--- config.mk ---
export PLATFORM = sky130hd
export DESIGN_NAME = matmul_scheduler
export DESIGN_NICKNAME = d
export VERILOG_FILES = /design/src/hdl/sched_pkg.sv /design/src/hdl/matmul_scheduler.sv /design/src/hdl/sched_cfg_regs.sv /design/src/hdl/sched_fsm.sv /design/src/hdl/w_tile_seq.sv /design/src/hdl/x_tile_seq.sv /design/src/hdl/z_tile_seq.sv
export SDC_FILE = /design/constraint.sdc
export NUM_CORES = 1
export LEC_CHECK = 0
export BUFFER_PORTS_ARGS = -buffer_cell sky130_fd_sc_hd__buf_2
export CAP_MARGIN = 20
export CELL_PAD_IN_SITES_DETAIL_PLACEMENT = 1
export CELL_PAD_IN_SITES_GLOBAL_PLACEMENT = 1
export CORE_MARGIN = 1.5
export CORE_UTILIZATION = 44
export CTS_BUF_LIST = sky130_fd_sc_hd__clkbuf_8 sky130_fd_sc_hd__clkbuf_16
export CTS_CLUSTER_DIAMETER = 150
export DETAILED_ROUTE_END_ITERATION = 16
export GPL_TIMING_DRIVEN = 0
export PLACE_DENSITY_LB_ADDON = 0.1
export SLEW_MARGIN = 40
export SYNTH_ARGS = -nofsm -noshare
export SYNTH_HDL_FRONTEND = slang
export SYNTH_SLANG_ARGS = --single-unit
--- constraint.sdc ---
create_clock -name clk_i -period 3.6 [get_ports clk_i]
set_input_delay 0.18 -clock clk_i [delete_from_list [all_inputs] [get_ports clk_i]]
set_output_delay 0.18 -clock clk_i [all_outputs]
set_load 0.01 [all_outputs]
--- src/hdl/sched_pkg.sv ---
package sched_pkg;

  // Array geometry and engine pipeline
  localparam int unsigned ARRAY_H   = 4;
  localparam int unsigned ARRAY_W   = 4;
  localparam int unsigned TOT_DEPTH = 8;
  localparam int unsigned PIPE_REGS = 3;

  localparam int unsigned ITER_W    = 16;
  localparam int unsigned WB_AW     = 8;
  localparam int unsigned WB_DW     = 32;

  typedef enum logic [1:0] {
    IDLE,
    PRELOAD,
    LOAD_W,
    WAIT
  } sched_state_e;

  // Word addresses of the register block
  typedef enum logic [WB_AW-1:0] {
    REG_CTRL    = 8'h00,
    REG_X_ITERS = 8'h04,
    REG_W_ITERS = 8'h08,
    REG_OP_SEL  = 8'h0C,
    REG_STATUS  = 8'h10
  } sched_reg_e;

  typedef struct packed {
    logic [ITER_W-1:0] x_row_iters;
    logic [ITER_W-1:0] x_col_iters;
    logic [ITER_W-1:0] w_row_iters;
    logic [ITER_W-1:0] w_col_iters;
    logic              y_required;
  } sched_cfg_t;

  // Strobes decoded from the FSM state, shared by all sequencers
  typedef struct packed {
    logic start;
    logic pad_setup;
    logic load_step;
    logic shift_step;
    logic first_step;
    logic stall;
  } sched_step_t;

  typedef struct packed {
    logic full;
    logic empty;
  } x_buf_flags_t;

  typedef struct packed {
    logic empty;
    logic loaded;
  } z_buf_flags_t;

  typedef struct packed {
    logic load;
    logic h_shift;
    logic pad_setup;
    logic rst_w_index;
  } x_buf_ctrl_t;

  typedef struct packed {
    logic load;
    logic shift;
  } w_buf_ctrl_t;

  typedef struct packed {
    logic y_push_enable;
    logic fill;
    logic first_load;
  } z_buf_ctrl_t;

  typedef struct packed {
    logic accumulate;
  } engine_ctrl_t;

endpackage

--- src/hdl/matmul_scheduler.sv ---
`timescale 1ns/1ps

module matmul_scheduler (
  input  logic                        clk_i,
  input  logic                        rst_ni,
  input  logic                        wb_cyc_i,
  input  logic                        wb_stb_i,
  input  logic                        wb_we_i,
  input  logic [sched_pkg::WB_AW-1:0] wb_adr_i,
  input  logic [sched_pkg::WB_DW-1:0] wb_dat_i,
  output logic [sched_pkg::WB_DW-1:0] wb_dat_o,
  output logic                        wb_ack_o,
  input  logic                        x_valid_i,
  input  logic                        w_valid_i,
  input  sched_pkg::x_buf_flags_t     x_flags_i,
  input  sched_pkg::z_buf_flags_t     z_flags_i,
  output sched_pkg::x_buf_ctrl_t      x_ctrl_o,
  output sched_pkg::w_buf_ctrl_t      w_ctrl_o,
  output sched_pkg::z_buf_ctrl_t      z_ctrl_o,
  output sched_pkg::engine_ctrl_t     engine_o,
  output logic                        reg_enable_o
);

  sched_pkg::sched_cfg_t  cfg;
  sched_pkg::sched_step_t step;
  logic                   start;
  logic                   soft_clear;
  logic                   busy;
  logic                   w_done;
  logic                   w_col_done;
  logic                   x_full_check;
  logic                   y_check;

  sched_cfg_regs u_cfg_regs (
    .clk_i        (clk_i),
    .rst_ni       (rst_ni),
    .wb_cyc_i     (wb_cyc_i),
    .wb_stb_i     (wb_stb_i),
    .wb_we_i      (wb_we_i),
    .wb_adr_i     (wb_adr_i),
    .wb_dat_i     (wb_dat_i),
    .wb_dat_o     (wb_dat_o),
    .wb_ack_o     (wb_ack_o),
    .busy_i       (busy),
    .w_done_i     (w_done),
    .cfg_o        (cfg),
    .start_o      (start),
    .soft_clear_o (soft_clear)
  );

  sched_fsm u_fsm (
    .clk_i          (clk_i),
    .rst_ni         (rst_ni),
    .clear_i        (soft_clear),
    .start_i        (start),
    .cfg_i          (cfg),
    .w_valid_i      (w_valid_i),
    .x_flags_i      (x_flags_i),
    .z_flags_i      (z_flags_i),
    .x_full_check_i (x_full_check),
    .y_check_i      (y_check),
    .w_done_i       (w_done),
    .step_o         (step),
    .busy_o         (busy),
    .reg_enable_o   (reg_enable_o)
  );

  x_tile_seq u_x_seq (
    .clk_i          (clk_i),
    .rst_ni         (rst_ni),
    .clear_i        (soft_clear),
    .cfg_i          (cfg),
    .step_i         (step),
    .x_valid_i      (x_valid_i),
    .x_flags_i      (x_flags_i),
    .x_ctrl_o       (x_ctrl_o),
    .x_full_check_o (x_full_check)
  );

  w_tile_seq u_w_seq (
    .clk_i        (clk_i),
    .rst_ni       (rst_ni),
    .clear_i      (soft_clear),
    .cfg_i        (cfg),
    .step_i       (step),
    .w_ctrl_o     (w_ctrl_o),
    .w_col_done_o (w_col_done),
    .w_done_o     (w_done)
  );

  z_tile_seq u_z_seq (
    .clk_i        (clk_i),
    .rst_ni       (rst_ni),
    .clear_i      (soft_clear),
    .cfg_i        (cfg),
    .step_i       (step),
    .w_col_done_i (w_col_done),
    .z_flags_i    (z_flags_i),
    .z_ctrl_o     (z_ctrl_o),
    .engine_o     (engine_o),
    .y_check_o    (y_check)
  );

endmodule

--- src/hdl/sched_cfg_regs.sv ---
`timescale 1ns/1ps

module sched_cfg_regs (
  input  logic                        clk_i,
  input  logic                        rst_ni,
  input  logic                        wb_cyc_i,
  input  logic                        wb_stb_i,
  input  logic                        wb_we_i,
  input  logic [sched_pkg::WB_AW-1:0] wb_adr_i,
  input  logic [sched_pkg::WB_DW-1:0] wb_dat_i,
  output logic [sched_pkg::WB_DW-1:0] wb_dat_o,
  output logic                        wb_ack_o,
  input  logic                        busy_i,
  input  logic                        w_done_i,
  output sched_pkg::sched_cfg_t       cfg_o,
  output logic                        start_o,
  output logic                        soft_clear_o
);

  sched_pkg::sched_reg_e       addr;
  sched_pkg::sched_cfg_t       cfg_q;
  logic [sched_pkg::WB_DW-1:0] rdata;
  logic [sched_pkg::WB_DW-1:0] rdata_q;
  logic                        ack_q;
  logic                        req;
  logic                        wr;
  logic                        start_q;
  logic                        clear_q;

  // A new access is taken only while no ack is pending, so each ack lasts one cycle
  assign req  = wb_cyc_i && wb_stb_i && !ack_q;
  assign wr   = req && wb_we_i;
  assign addr = sched_pkg::sched_reg_e'(wb_adr_i);

  always_comb begin
    rdata = '0;
    case (addr)
      sched_pkg::REG_X_ITERS: rdata = {cfg_q.x_row_iters, cfg_q.x_col_iters};
      sched_pkg::REG_W_ITERS: rdata = {cfg_q.w_row_iters, cfg_q.w_col_iters};
      sched_pkg::REG_OP_SEL:  rdata[0] = cfg_q.y_required;
      sched_pkg::REG_STATUS:  rdata[1:0] = {w_done_i, busy_i};
      default:                rdata = '0;
    endcase
  end

  always_ff @(posedge clk_i or negedge rst_ni) begin
    if (!rst_ni) begin
      ack_q   <= 1'b0;
      start_q <= 1'b0;
      clear_q <= 1'b0;
      cfg_q   <= '0;
    end else begin
      ack_q   <= req;
      // Control bits are self-clearing and only produce pulses
      start_q <= wr && (addr == sched_pkg::REG_CTRL) && wb_dat_i[0];
      clear_q <= wr && (addr == sched_pkg::REG_CTRL) && wb_dat_i[1];
      if (wr) begin
        case (addr)
          sched_pkg::REG_X_ITERS: {cfg_q.x_row_iters, cfg_q.x_col_iters} <= wb_dat_i;
          sched_pkg::REG_W_ITERS: {cfg_q.w_row_iters, cfg_q.w_col_iters} <= wb_dat_i;
          sched_pkg::REG_OP_SEL:  cfg_q.y_required <= wb_dat_i[0];
          default: ;
        endcase
      end
    end
  end

  always_ff @(posedge clk_i) begin
    if (req && !wb_we_i)
      rdata_q <= rdata;
  end

  assign wb_ack_o     = ack_q;
  assign wb_dat_o     = rdata_q;
  assign cfg_o        = cfg_q;
  assign start_o      = start_q;
  assign soft_clear_o = clear_q;

endmodule

--- src/hdl/sched_fsm.sv ---
`timescale 1ns/1ps

module sched_fsm (
  input  logic                    clk_i,
  input  logic                    rst_ni,
  input  logic                    clear_i,
  input  logic                    start_i,
  input  sched_pkg::sched_cfg_t   cfg_i,
  input  logic                    w_valid_i,
  input  sched_pkg::x_buf_flags_t x_flags_i,
  input  sched_pkg::z_buf_flags_t z_flags_i,
  input  logic                    x_full_check_i,
  input  logic                    y_check_i,
  input  logic                    w_done_i,
  output sched_pkg::sched_step_t  step_o,
  output logic                    busy_o,
  output logic                    reg_enable_o
);

  sched_pkg::sched_state_e                   state_q;
  sched_pkg::sched_state_e                   state_d;
  logic [$clog2(sched_pkg::PIPE_REGS+1)-1:0] wait_q;
  logic                                      wait_last;
  logic                                      first_load_q;
  logic                                      computing_q;
  logic                                      stall;

  // The array freezes in LOAD_W as long as one of its operands is not ready
  assign stall = (state_q == sched_pkg::LOAD_W) &&
                 ((!w_valid_i && !w_done_i) ||
                  (x_full_check_i && !x_flags_i.full) ||
                  (y_check_i && !w_done_i && !z_flags_i.loaded));

  assign wait_last = wait_q == sched_pkg::PIPE_REGS;

  always_comb begin
    state_d = state_q;
    case (state_q)
      sched_pkg::IDLE: begin
        if (start_i)
          state_d = sched_pkg::PRELOAD;
      end
      // X must be full, and Z loaded too when the operation adds Y
      sched_pkg::PRELOAD: begin
        if (x_flags_i.full && (z_flags_i.loaded || !cfg_i.y_required))
          state_d = sched_pkg::LOAD_W;
      end
      sched_pkg::LOAD_W: begin
        if (!stall)
          state_d = sched_pkg::WAIT;
      end
      sched_pkg::WAIT: begin
        if (wait_last && !stall)
          state_d = sched_pkg::LOAD_W;
      end
      default: state_d = sched_pkg::IDLE;
    endcase
  end

  always_ff @(posedge clk_i or negedge rst_ni) begin
    if (!rst_ni) begin
      state_q      <= sched_pkg::IDLE;
      wait_q       <= '0;
      first_load_q <= 1'b1;
      computing_q  <= 1'b0;
    end else if (clear_i) begin
      state_q      <= sched_pkg::IDLE;
      wait_q       <= '0;
      first_load_q <= 1'b1;
      computing_q  <= 1'b0;
    end else begin
      state_q <= state_d;
      // Spaces W loads by the depth of the engine pipeline
      if (!stall && (state_q != sched_pkg::IDLE) && (state_q != sched_pkg::PRELOAD))
        wait_q <= wait_last ? '0 : wait_q + 1'b1;
      if (step_o.start)
        first_load_q <= 1'b1;
      else if (step_o.load_step)
        first_load_q <= 1'b0;
      if (step_o.start)
        computing_q <= 1'b0;
      else if (step_o.pad_setup)
        computing_q <= 1'b1;
    end
  end

  assign step_o.start      = (state_q == sched_pkg::IDLE) && start_i;
  assign step_o.pad_setup  = (state_q == sched_pkg::PRELOAD) && (state_d == sched_pkg::LOAD_W);
  assign step_o.load_step  = (state_q == sched_pkg::LOAD_W) && !stall;
  assign step_o.shift_step = ((state_q == sched_pkg::LOAD_W) || (state_q == sched_pkg::WAIT)) &&
                             !stall;
  assign step_o.first_step = first_load_q && step_o.load_step;
  assign step_o.stall      = stall;

  assign busy_o       = state_q != sched_pkg::IDLE;
  assign reg_enable_o = computing_q && !stall;

endmodule

--- src/hdl/w_tile_seq.sv ---
`timescale 1ns/1ps

module w_tile_seq (
  input  logic                   clk_i,
  input  logic                   rst_ni,
  input  logic                   clear_i,
  input  sched_pkg::sched_cfg_t  cfg_i,
  input  sched_pkg::sched_step_t step_i,
  output sched_pkg::w_buf_ctrl_t w_ctrl_o,
  output logic                   w_col_done_o,
  output logic                   w_done_o
);

  logic [sched_pkg::ITER_W-1:0] rows_q;
  logic [sched_pkg::ITER_W-1:0] cols_q;
  logic [sched_pkg::ITER_W-1:0] mat_q;
  logic                         done_q;
  logic                         cols_en;
  logic                         mat_en;

  // Every unstalled LOAD_W consumes one W row
  assign cols_en = step_i.load_step && (rows_q == cfg_i.w_row_iters - 1'b1);
  assign mat_en  = cols_en && (cols_q == cfg_i.w_col_iters - 1'b1);

  always_ff @(posedge clk_i or negedge rst_ni) begin
    if (!rst_ni) begin
      rows_q <= '0;
      cols_q <= '0;
      mat_q  <= '0;
      done_q <= 1'b0;
    end else if (clear_i) begin
      rows_q <= '0;
      cols_q <= '0;
      mat_q  <= '0;
      done_q <= 1'b0;
    end else if (!done_q) begin
      if (step_i.load_step)
        rows_q <= cols_en ? '0 : rows_q + 1'b1;
      if (cols_en)
        cols_q <= mat_en ? '0 : cols_q + 1'b1;
      if (mat_en)
        mat_q <= mat_q + 1'b1;
      // One full W matrix is streamed for every X row tile
      if (mat_en && (mat_q == cfg_i.x_row_iters - 1'b1))
        done_q <= 1'b1;
    end
  end

  assign w_col_done_o = cols_en && !done_q;
  assign w_done_o     = done_q;

  assign w_ctrl_o.load  = step_i.load_step;
  assign w_ctrl_o.shift = step_i.shift_step;

endmodule

--- src/hdl/x_tile_seq.sv ---
`timescale 1ns/1ps

module x_tile_seq (
  input  logic                    clk_i,
  input  logic                    rst_ni,
  input  logic                    clear_i,
  input  sched_pkg::sched_cfg_t   cfg_i,
  input  sched_pkg::sched_step_t  step_i,
  input  logic                    x_valid_i,
  input  sched_pkg::x_buf_flags_t x_flags_i,
  output sched_pkg::x_buf_ctrl_t  x_ctrl_o,
  output logic                    x_full_check_o
);

  logic [sched_pkg::ITER_W-1:0]         cols_q;
  logic [sched_pkg::ITER_W-1:0]         w_q;
  logic [sched_pkg::ITER_W-1:0]         rows_q;
  logic [$clog2(sched_pkg::ARRAY_H)-1:0] shift_q;
  logic                                 done_q;
  logic                                 reload_q;
  logic                                 empty_full_q;
  logic                                 refill_q;
  logic                                 cols_en;
  logic                                 w_en;
  logic                                 rows_en;
  logic                                 shift_last;
  logic                                 reload_en;
  logic                                 reload_rst;
  logic                                 rst_w_index;

  // Empty is a one-cycle pulse from the buffer, so it counts tiles directly
  assign cols_en = x_flags_i.empty;
  assign w_en    = cols_en && (cols_q == cfg_i.x_col_iters - 1'b1);
  assign rows_en = w_en && (w_q == cfg_i.w_col_iters - 1'b1);

  always_ff @(posedge clk_i or negedge rst_ni) begin
    if (!rst_ni) begin
      cols_q <= '0;
      w_q    <= '0;
      rows_q <= '0;
      done_q <= 1'b0;
    end else if (clear_i) begin
      cols_q <= '0;
      w_q    <= '0;
      rows_q <= '0;
      done_q <= 1'b0;
    end else if (!done_q) begin
      if (cols_en)
        cols_q <= w_en ? '0 : cols_q + 1'b1;
      if (w_en)
        w_q <= rows_en ? '0 : w_q + 1'b1;
      if (rows_en)
        rows_q <= rows_q + 1'b1;
      if (rows_en && (rows_q == cfg_i.x_row_iters - 1'b1))
        done_q <= 1'b1;
    end
  end

  assign shift_last = shift_q == sched_pkg::ARRAY_H - 1;

  // An empty that arrives while the buffer still reports full is replayed once full drops
  assign reload_en   = step_i.start || cols_en || (empty_full_q && !x_flags_i.full);
  assign reload_rst  = x_flags_i.full && !reload_en;
  assign rst_w_index = step_i.load_step && shift_last && x_flags_i.full;

  always_ff @(posedge clk_i or negedge rst_ni) begin
    if (!rst_ni) begin
      shift_q      <= '0;
      reload_q     <= 1'b0;
      empty_full_q <= 1'b0;
      refill_q     <= 1'b0;
    end else if (clear_i) begin
      shift_q      <= '0;
      reload_q     <= 1'b0;
      empty_full_q <= 1'b0;
      refill_q     <= 1'b0;
    end else begin
      if (step_i.load_step)
        shift_q <= shift_last ? '0 : shift_q + 1'b1;
      if (reload_rst)
        reload_q <= 1'b0;
      else if (reload_en)
        reload_q <= 1'b1;
      if (!x_flags_i.full)
        empty_full_q <= 1'b0;
      else if (x_flags_i.empty)
        empty_full_q <= 1'b1;
      if (rst_w_index)
        refill_q <= 1'b0;
      else if (x_flags_i.empty)
        refill_q <= 1'b1;
    end
  end

  // Full is only required at the end of a shift round and after the buffer was drained
  assign x_full_check_o = refill_q && shift_last && !done_q;

  assign x_ctrl_o.load        = reload_q && !reload_rst && x_valid_i;
  assign x_ctrl_o.h_shift     = step_i.load_step;
  assign x_ctrl_o.pad_setup   = step_i.pad_setup;
  assign x_ctrl_o.rst_w_index = rst_w_index;

endmodule

--- src/hdl/z_tile_seq.sv ---
`timescale 1ns/1ps

module z_tile_seq (
  input  logic                    clk_i,
  input  logic                    rst_ni,
  input  logic                    clear_i,
  input  sched_pkg::sched_cfg_t   cfg_i,
  input  sched_pkg::sched_step_t  step_i,
  input  logic                    w_col_done_i,
  input  sched_pkg::z_buf_flags_t z_flags_i,
  output sched_pkg::z_buf_ctrl_t  z_ctrl_o,
  output sched_pkg::engine_ctrl_t engine_o,
  output logic                    y_check_o
);

  logic [sched_pkg::ITER_W-1:0]              y_cols_q;
  logic [sched_pkg::ITER_W-1:0]              y_rows_q;
  logic [$clog2(sched_pkg::PIPE_REGS+1)-1:0] wait_q;
  logic [$clog2(sched_pkg::TOT_DEPTH)-1:0]   avail_q;
  logic [$clog2(sched_pkg::TOT_DEPTH)-1:0]   push_q;
  logic                                      wait_en_q;
  logic                                      avail_en_q;
  logic                                      push_en_q;
  logic                                      pushing_q;
  logic                                      run;
  logic                                      y_cols_last;
  logic                                      wait_clr;
  logic                                      avail_clr;
  logic                                      push_set;
  logic                                      push_clr;

  assign run         = !step_i.stall;
  assign y_cols_last = y_cols_q == cfg_i.w_col_iters - 1'b1;

  always_ff @(posedge clk_i or negedge rst_ni) begin
    if (!rst_ni) begin
      y_cols_q <= '0;
      y_rows_q <= '0;
    end else if (clear_i) begin
      y_cols_q <= '0;
      y_rows_q <= '0;
    end else if (z_flags_i.empty) begin
      y_cols_q <= y_cols_last ? '0 : y_cols_q + 1'b1;
      if (y_cols_last)
        y_rows_q <= (y_rows_q == cfg_i.w_row_iters - 1'b1) ? '0 : y_rows_q + 1'b1;
    end
  end

  // Results of a finished column leave the pipeline after PIPE_REGS cycles
  assign wait_clr  = wait_en_q && run && (wait_q == sched_pkg::PIPE_REGS);
  assign avail_clr = avail_en_q && run && (avail_q == sched_pkg::TOT_DEPTH - 1);
  assign push_clr  = push_en_q && run && (push_q == sched_pkg::TOT_DEPTH - 1);
  // Y rows enter one cycle ahead of the fill so they meet the first Z row
  assign push_set  = (wait_en_q && run && (wait_q == sched_pkg::PIPE_REGS - 1)) ||
                     step_i.first_step;

  always_ff @(posedge clk_i or negedge rst_ni) begin
    if (!rst_ni) begin
      wait_en_q  <= 1'b0;
      avail_en_q <= 1'b0;
      push_en_q  <= 1'b0;
      wait_q     <= '0;
      avail_q    <= '0;
      push_q     <= '0;
      pushing_q  <= 1'b0;
    end else if (clear_i) begin
      wait_en_q  <= 1'b0;
      avail_en_q <= 1'b0;
      push_en_q  <= 1'b0;
      wait_q     <= '0;
      avail_q    <= '0;
      push_q     <= '0;
      pushing_q  <= 1'b0;
    end else begin
      // A new window request wins, so back-to-back columns keep the window open
      if (w_col_done_i)
        wait_en_q <= 1'b1;
      else if (wait_clr)
        wait_en_q <= 1'b0;
      if (wait_clr)
        avail_en_q <= 1'b1;
      else if (avail_clr)
        avail_en_q <= 1'b0;
      if (push_set)
        push_en_q <= 1'b1;
      else if (push_clr)
        push_en_q <= 1'b0;
      if (wait_en_q && run)
        wait_q <= wait_clr ? '0 : wait_q + 1'b1;
      if (avail_en_q && run)
        avail_q <= avail_clr ? '0 : avail_q + 1'b1;
      if (push_en_q && run)
        push_q <= push_clr ? '0 : push_q + 1'b1;
      if ((push_en_q && run) || pushing_q)
        pushing_q <= push_en_q;
    end
  end

  assign y_check_o = wait_q == sched_pkg::PIPE_REGS;

  assign z_ctrl_o.y_push_enable = push_en_q && run;
  assign z_ctrl_o.fill          = avail_en_q && run;
  assign z_ctrl_o.first_load    = (y_cols_q == '0) && (y_rows_q == '0);

  // The engine restarts its sums while Y is being pushed in
  assign engine_o.accumulate = !pushing_q;

endmodule

# ---- Word level (Yosys, flattened, before mapping)
# Index checks and enable logic that the tools add are counted.
dict set report classes {
  add_sub_neg 17
  multipliers 0
  n_div 0
  magnitude_cmp 0
  eq_ne 26
  n_shift 0
  mux 84
  n_bitwise 0
  reduce_logical 100
}
# operator count
set op_table {}
lappend op_table {{$mux 16} 29}
lappend op_table {{$add 16x1->16 const B} 8}
lappend op_table {{$eq 16x16->1} 8}
lappend op_table {{$sub 16x1->16 const B} 4}
lappend op_table {{$pmux 30 s2} 1}
lappend op_table {{$logic_and 1x1->1} 45}
lappend op_table {{$logic_not 16->1} 2}
lappend op_table {{$mux 1} 31}
lappend op_table {{$mux 2} 14}
lappend op_table {{$reduce_bool 2->1} 14}
lappend op_table {{$reduce_bool 3->1} 7}
lappend op_table {{$reduce_and 2->1} 10}
lappend op_table {{$mux 3} 6}
lappend op_table {{$eq 8x4->1 const B} 2}
lappend op_table {{$eq 2x2->1 const B} 7}
lappend op_table {{$logic_not 1->1} 12}
lappend op_table {{$eq 8x3->1 const B} 1}
lappend op_table {{$eq 8x5->1 const B} 1}
lappend op_table {{$logic_not 8->1} 1}
lappend op_table {{$logic_or 1x1->1} 8}
lappend op_table {{$pmux 2 s4} 1}
lappend op_table {{$add 2x1->2 const B} 3}
lappend op_table {{$add 3x1->3 const B} 2}
lappend op_table {{$eq 3x3->1 const B} 2}
lappend op_table {{7 further kinds} 8}
dict set report totals {
  ff_bits 253
  latch_bits 0
  ramBits 0
  rom_bits 0
  in_bits 51
  output_inout_bits 44
  wordCells 261
  memories 0
}

# ---- Longest topological paths before layout
dict set report depth {
  ltp_word 16
  depth_mapped 14
  depth_no_buf 10
}

# ---- Hierarchy
# Synthesis repeated with hierarchy kept, for this count alone.
dict set report hier_totals {
  cells_unflattened 1883
  area_unflattened_um2 17379.2
}
# mod instances cells_each area_each_um2 seq_area_each_um2
set by_module_without_submodules {}
lappend by_module_without_submodules {x_tile_seq 1 574 4629.4 1351.3}
lappend by_module_without_submodules {w_tile_seq 1 579 4609.4 1226.2}
lappend by_module_without_submodules {sched_cfg_regs 1 235 3995.1 2662.6}
lappend by_module_without_submodules {z_tile_seq 1 451 3767.4 1101.1}
lappend by_module_without_submodules {sched_fsm 1 44 377.9 151.4}

# ---- Worst setup path after synthesis
# No wires, ideal clock.
dict set report synth_timing {
  path_kind {register -> register}
  startpoint {reg u_cfg_regs.cfg_q, in the netlist u_cfg_regs.cfg_o[1]}
  endpoint {reg u_x_seq.rows_q[11] in the netlist's numbering}
  setup_time_ns 0.125
  arrival_ns 3.617
  t_required_ns 3.475
  setup_slack_ns -0.142
  stages_incl_launch_ff 12
  path_buffers 2
  synth_period_minus_slack_ns 3.742
  cell_sequence {dfrtp_1 clkbuf_1 inv_1 ha_1 clkbuf_1 or3b_2 nor2_1 xor3_1 or4_1 or4_1 nor3_1 mux2_2}
}
dict set report synth_between {
  elab_chain_cells 5
}
# element line
set synth_lines {}
lappend synth_lines {{start: declaration} sched_cfg_regs.sv:21} ;# sched_pkg::sched_cfg_t cfg_q;
lappend synth_lines {{$sub 16x1->16} x_tile_seq.sv:34} ;# assign rows_en = w_en && (w_q == cfg_i.w_col_iters - 1'b1);
lappend synth_lines {{$eq 16x16->1} x_tile_seq.sv:34}
lappend synth_lines {{$logic_and 1x1->1} x_tile_seq.sv:34}
lappend synth_lines {{$reduce_bool 2->1 (no source line)} --}
lappend synth_lines {{$reduce_and 2->1 (no source line)} --}
lappend synth_lines {{end signal: assignment} x_tile_seq.sv:53} ;# rows_q <= rows_q + 1'b1;
lappend synth_lines {{end: declaration} x_tile_seq.sv:17} ;# logic [sched_pkg::ITER_W-1:0] rows_q;
# No other way between the ends.
# A chain may end at the register's enable or synchronous reset.

# ---- Worst setup path in the final report
# Ends and elaborated chain as after synthesis.

==> impl_metrics.csv <==
group,metric,value,unit
setup_path,slowest_delay,630,ps
setup_path,path_class,"reg -> reg",
placement,io_buffers,94,
clocking,cts_tree,"yes",
finish,drive_above_1_share,21.2,%
synth,synth_area_leaders,"dfrtp_1, edfxtp_1, xnor2_1",
drt,vias,14600,
drt,drt_pass1_iterations,11,
power_and_ir_drop,p_per_area,364,nW/um^2
drt,antenna_left,0,
finish,stdcell_count,2389,
power_and_ir_drop,worst_ir_drop_vdd,0.344,mV
grt,grt-ovfl-total,0,
grt,grt_pass1_vias,15500,
timing,worst_slew_pin_slew,881,ps
synth,synth-seq-cells,253,
placement,place_congestion,0.877,
synth,synth_top_area_share,34.5,%
setup_path,rr_worst_depth,11,
hold_path,hp-start,"wb_cyc_i",
grt,grt_pass1_wl,87.7,mm
setup_path,regToRegSetupSlack,50,ps
synth,ys_types,90,
drt,drc,8,
grt,antenna_found_initial,2,
synth,netlist_area,16000,um^2
synth,yosysSeqAreaShare,40.7,%
synth,async_reset_ff_share,87.4,%
hold_path,hold_class,"in -> reg",
timing,hold_viol,0,
synth,syn_inst,1699,
power_and_ir_drop,pwr-share-clk,43.6,%
clocking,numCtsBuffers,30,
clocking,clkLatencyLatePin,590,ps
clocking,path_clk_slew,60,ps
status,outcome,"finished with violations",
timing,fmax,282,MHz
synth,synth_edf_count,32,
setup_path,start_kind,"flip-flop",
drt,first_iter_violations,889,
floorplanning,coreArea,35700,um^2
clocking,htreeDepth,1,
timing,period_needed,3550,ps
grt,grt_usage,29.7,%
power_and_ir_drop,p_switching,1.91,mW
synth,ys.flop_type,"dfrtp_1",
finish,layout_common_cells,"dfrtp_1, nand2_1, nor2_1",
power_and_ir_drop,p_sw_share,26.9,%
clocking,cts_root_buf,"clkbuf_16",
setup_path,critPathMaxFanout,6,
timing,slew_headroom,41.2,%
placement,dp_hpwl,40.7,mm
hold_path,hold_depth,3,
power_and_ir_drop,sequentialPowerShare,44.7,%
finish,mostFrequentLayoutCell,"dfrtp_1",
finish,num_antenna_cells,0,
hold_path,whs_endpoint,"u_cfg_regs.wb_dat_o[1]$_DFFE_PP_",
setup_path,crit_top_cell,"or4_4",
synth,ys_warn_count,0,
status,violations,"DRC",
synth,syn-num-nets,1772,
floorplanning,start_util,44.8,%
timing,rsz0062_at_grt,"yes",
setup_path,path_cells,"inv_2 > ha_4 > buf_8 > or3b_4 > buf_4 > nor2_4 > xor3_1 > or4_4 > or4_4 > nor3_4 > mux2_2",
finish,fin_util,54.7,%
setup_path,crit_arrival,4010,ps
timing,slew_viol_final,0,
setup_path,required,4070,ps
floorplanning,io_pins,95,
floorplanning,fp.dieH,193,um
setup_path,regToRegEndpoint,"u_x_seq.rows_q[11]$_DFFE_PN0P_",
drt,wl_per_cell,23.4,um
floorplanning,die_x,193,um
setup_path,slowest_stage,"or4_4",
drt,avgViaCountPerCell,6.10,
timing,fin_skew,21.7,ps
timing,setup_viol,0,
timing,timing.hold.ws,53.0,ps
floorplanning,num_rows,69,
grt,grt_max_degree,69,
timing,setup-tns-final,0,ps
placement,post-place-cells,2263,
power_and_ir_drop,internal_power,5.19,mW
synth,synth_top_area_cell,"dfrtp_1",
synth,syn_area_per_cell,9.39,um^2
job,max_cap_violations,0,
setup_path,cp-end-kind,"flip-flop",
power_and_ir_drop,leakage,8.28,nW
finish,nets,1979,
drt,wl,56.0,mm
setup_path,r2r-start,"u_cfg_regs.cfg_o[1]$_DFFE_PN0P_",
timing,finalCritPeriodShare,98.6,%
finish,area_delta_synth_final,22.1,%
power_and_ir_drop,p_comb_share,11.7,%
floorplanning,die_area,37400,um^2
clocking,clock_path_buffers,3,
clocking,numClockSinks,253,
logic make-up after synthesis:
| group | after synthesis | share of synthesized area, % |
|---|---|---|
| AO/OA/AOI/OAI | 354 | 14.6 |
| XOR/XNOR | 188 | 11.5 |
| adder cells (fa/ha/maj) | 22 | 1.72 |
| buffers and inverters | 154 | 3.91 |
| flip-flops | 253 | 40.7 |
| multiplexers | 65 | 4.52 |
| AND/OR/NAND/NOR | 663 | 23.0 |
critical path, delay by kind of cell (launching register included):
| kind | cells | cell delay (ps) |
|---|---|---|
| xor+xnor | 1 | 360 |
| fa+ha+maj | 1 | 130 |
| buf+inv | 3 | 360 |
| flops | 1 | 440 |
| mux | 1 | 340 |
| simple gates | 5 | 1810 |
sequential cells by signal, indices dropped and copies added, names as in the netlist, 2 cells and up:
register,cells
u_cfg_regs.cfg_o,65
u_cfg_regs.wb_dat_o,32
u_w_seq.cols_q,16
u_w_seq.mat_q,16
u_w_seq.rows_q,16
u_x_seq.cols_q,16
u_x_seq.rows_q,16
u_x_seq.w_q,16
u_z_seq.y_cols_q,16
u_z_seq.y_rows_q,16
u_z_seq.avail_q,3
u_z_seq.push_q,3
u_fsm.state_q,2
u_fsm.wait_q,2
u_x_seq.shift_q,2
u_z_seq.wait_q,2
worst max path at each step:
stage	from	end	slack, ps	cells past startpoint
6_report	u_cfg_regs.cfg_o[1]$_DFFE_PN0P_	u_x_seq.rows_q[11]$_DFFE_PN0P_	50	11
5_1_grt	u_cfg_regs.cfg_o[26]$_DFFE_PN0P_	u_w_seq.mat_q[11]$_DFFE_PN0P_	-20	10
4_1_cts	u_cfg_regs.cfg_o[5]$_DFFE_PN0P_	u_x_seq.rows_q[10]$_DFFE_PN0P_	4	11
3_5_place_dp	u_cfg_regs.cfg_o[17]$_DFFE_PN0P_	u_w_seq.rows_q[7]$_DFFE_PN0P_	-990	13
3_3_place_gp	rst_ni	u_x_seq.cols_q[11]$_DFFE_PN0P_	-1900	1
2_1_floorplan	u_cfg_regs.cfg_o[1]$_DFFE_PN0P_	u_x_seq.rows_q[15]$_DFFE_PN0P_	30	13
cell type report:
type                            instances  area [um^2]
Fill cell                            4000        16200
Timing Repair Buffer                  185         1350
Buffer                                 91          449
Clock buffer                           30          751
Clock inverter                         24          230
Multi-Input combinational cell       1293         9430
Tap cell                              461          577
Sequential cell                       253         6510
Inverter                               52          195
power groups by stage:
stage / sequential (mW) / combinational [mW] / clock [mW]
after floorplan: 3.17 / 0.477 / 0
after global placement: 3.21 / 0.706 / 0
after detailed placement: 3.21 / 0.769 / 0
after CTS: 3.17 / 0.821 / 3.15
after global routing: 3.19 / 0.925 / 3.25
final: 3.17 / 0.830 / 3.10
metrics by stage:
step	cell area (um^2)	worst slack, ps	total power, mW
floorplan	16000	31.6	3.65
global placement	17000	-1900	3.91
detailed placement	17200	-992	3.98
CTS	19000	4.07	7.15
global route	19500	-24.3	7.37
finish	19500	52.1	7.10
routing by layer:
layer	up-vias	routed length [um]	part of all wire, %	GRT usage [%]
li1	6639	-	-	-
met1	7485	24800	44	39.6
met2	362	27000	48	50.4
met3	87	2550	4.6	3.68
met4	2	1640	2.9	8.98
met5	-	10	0.018	0
synthesized netlist by cell type, types with 9 or more instances:
cell and count:
or3_1 24, nor3_1 48, and3_1 42, xor2_1 69, a31oi_1 11, xnor2_1 105
or4_1 46, nand2b_1 17, nor4_1 28, or2_2 10, and2_1 11, o31ai_1 42
ha_1 22, nor2_1 115, xnor3_1 13, mux2i_1 9, nand2_1 121, nand3b_1 15
nand4_1 30, a22oi_1 13, mux2_2 56, dfrtp_1 220, clkbuf_1 84, edfxtp_1 32
inv_1 51, a22o_1 40, nor2b_1 17, a21oi_1 103, o21ai_0 71, nor3b_1 10
nand3_1 85
what timing repair did:
| action | in CTS | in global routing |
|---|---|---|
| resized for setup | 66 | 103 |
| hold buffers | 42 | 0 |
| buffers inserted | 20 | 19 |
| cloned | 0 | 2 |
| pin swaps | 10 | 24 |
| endpoints found under the hold margin | 224 | 0 |
| endpoints found under the setup margin | 118 | 100 |
No activity file was read; power rests on OpenSTA's default activity.
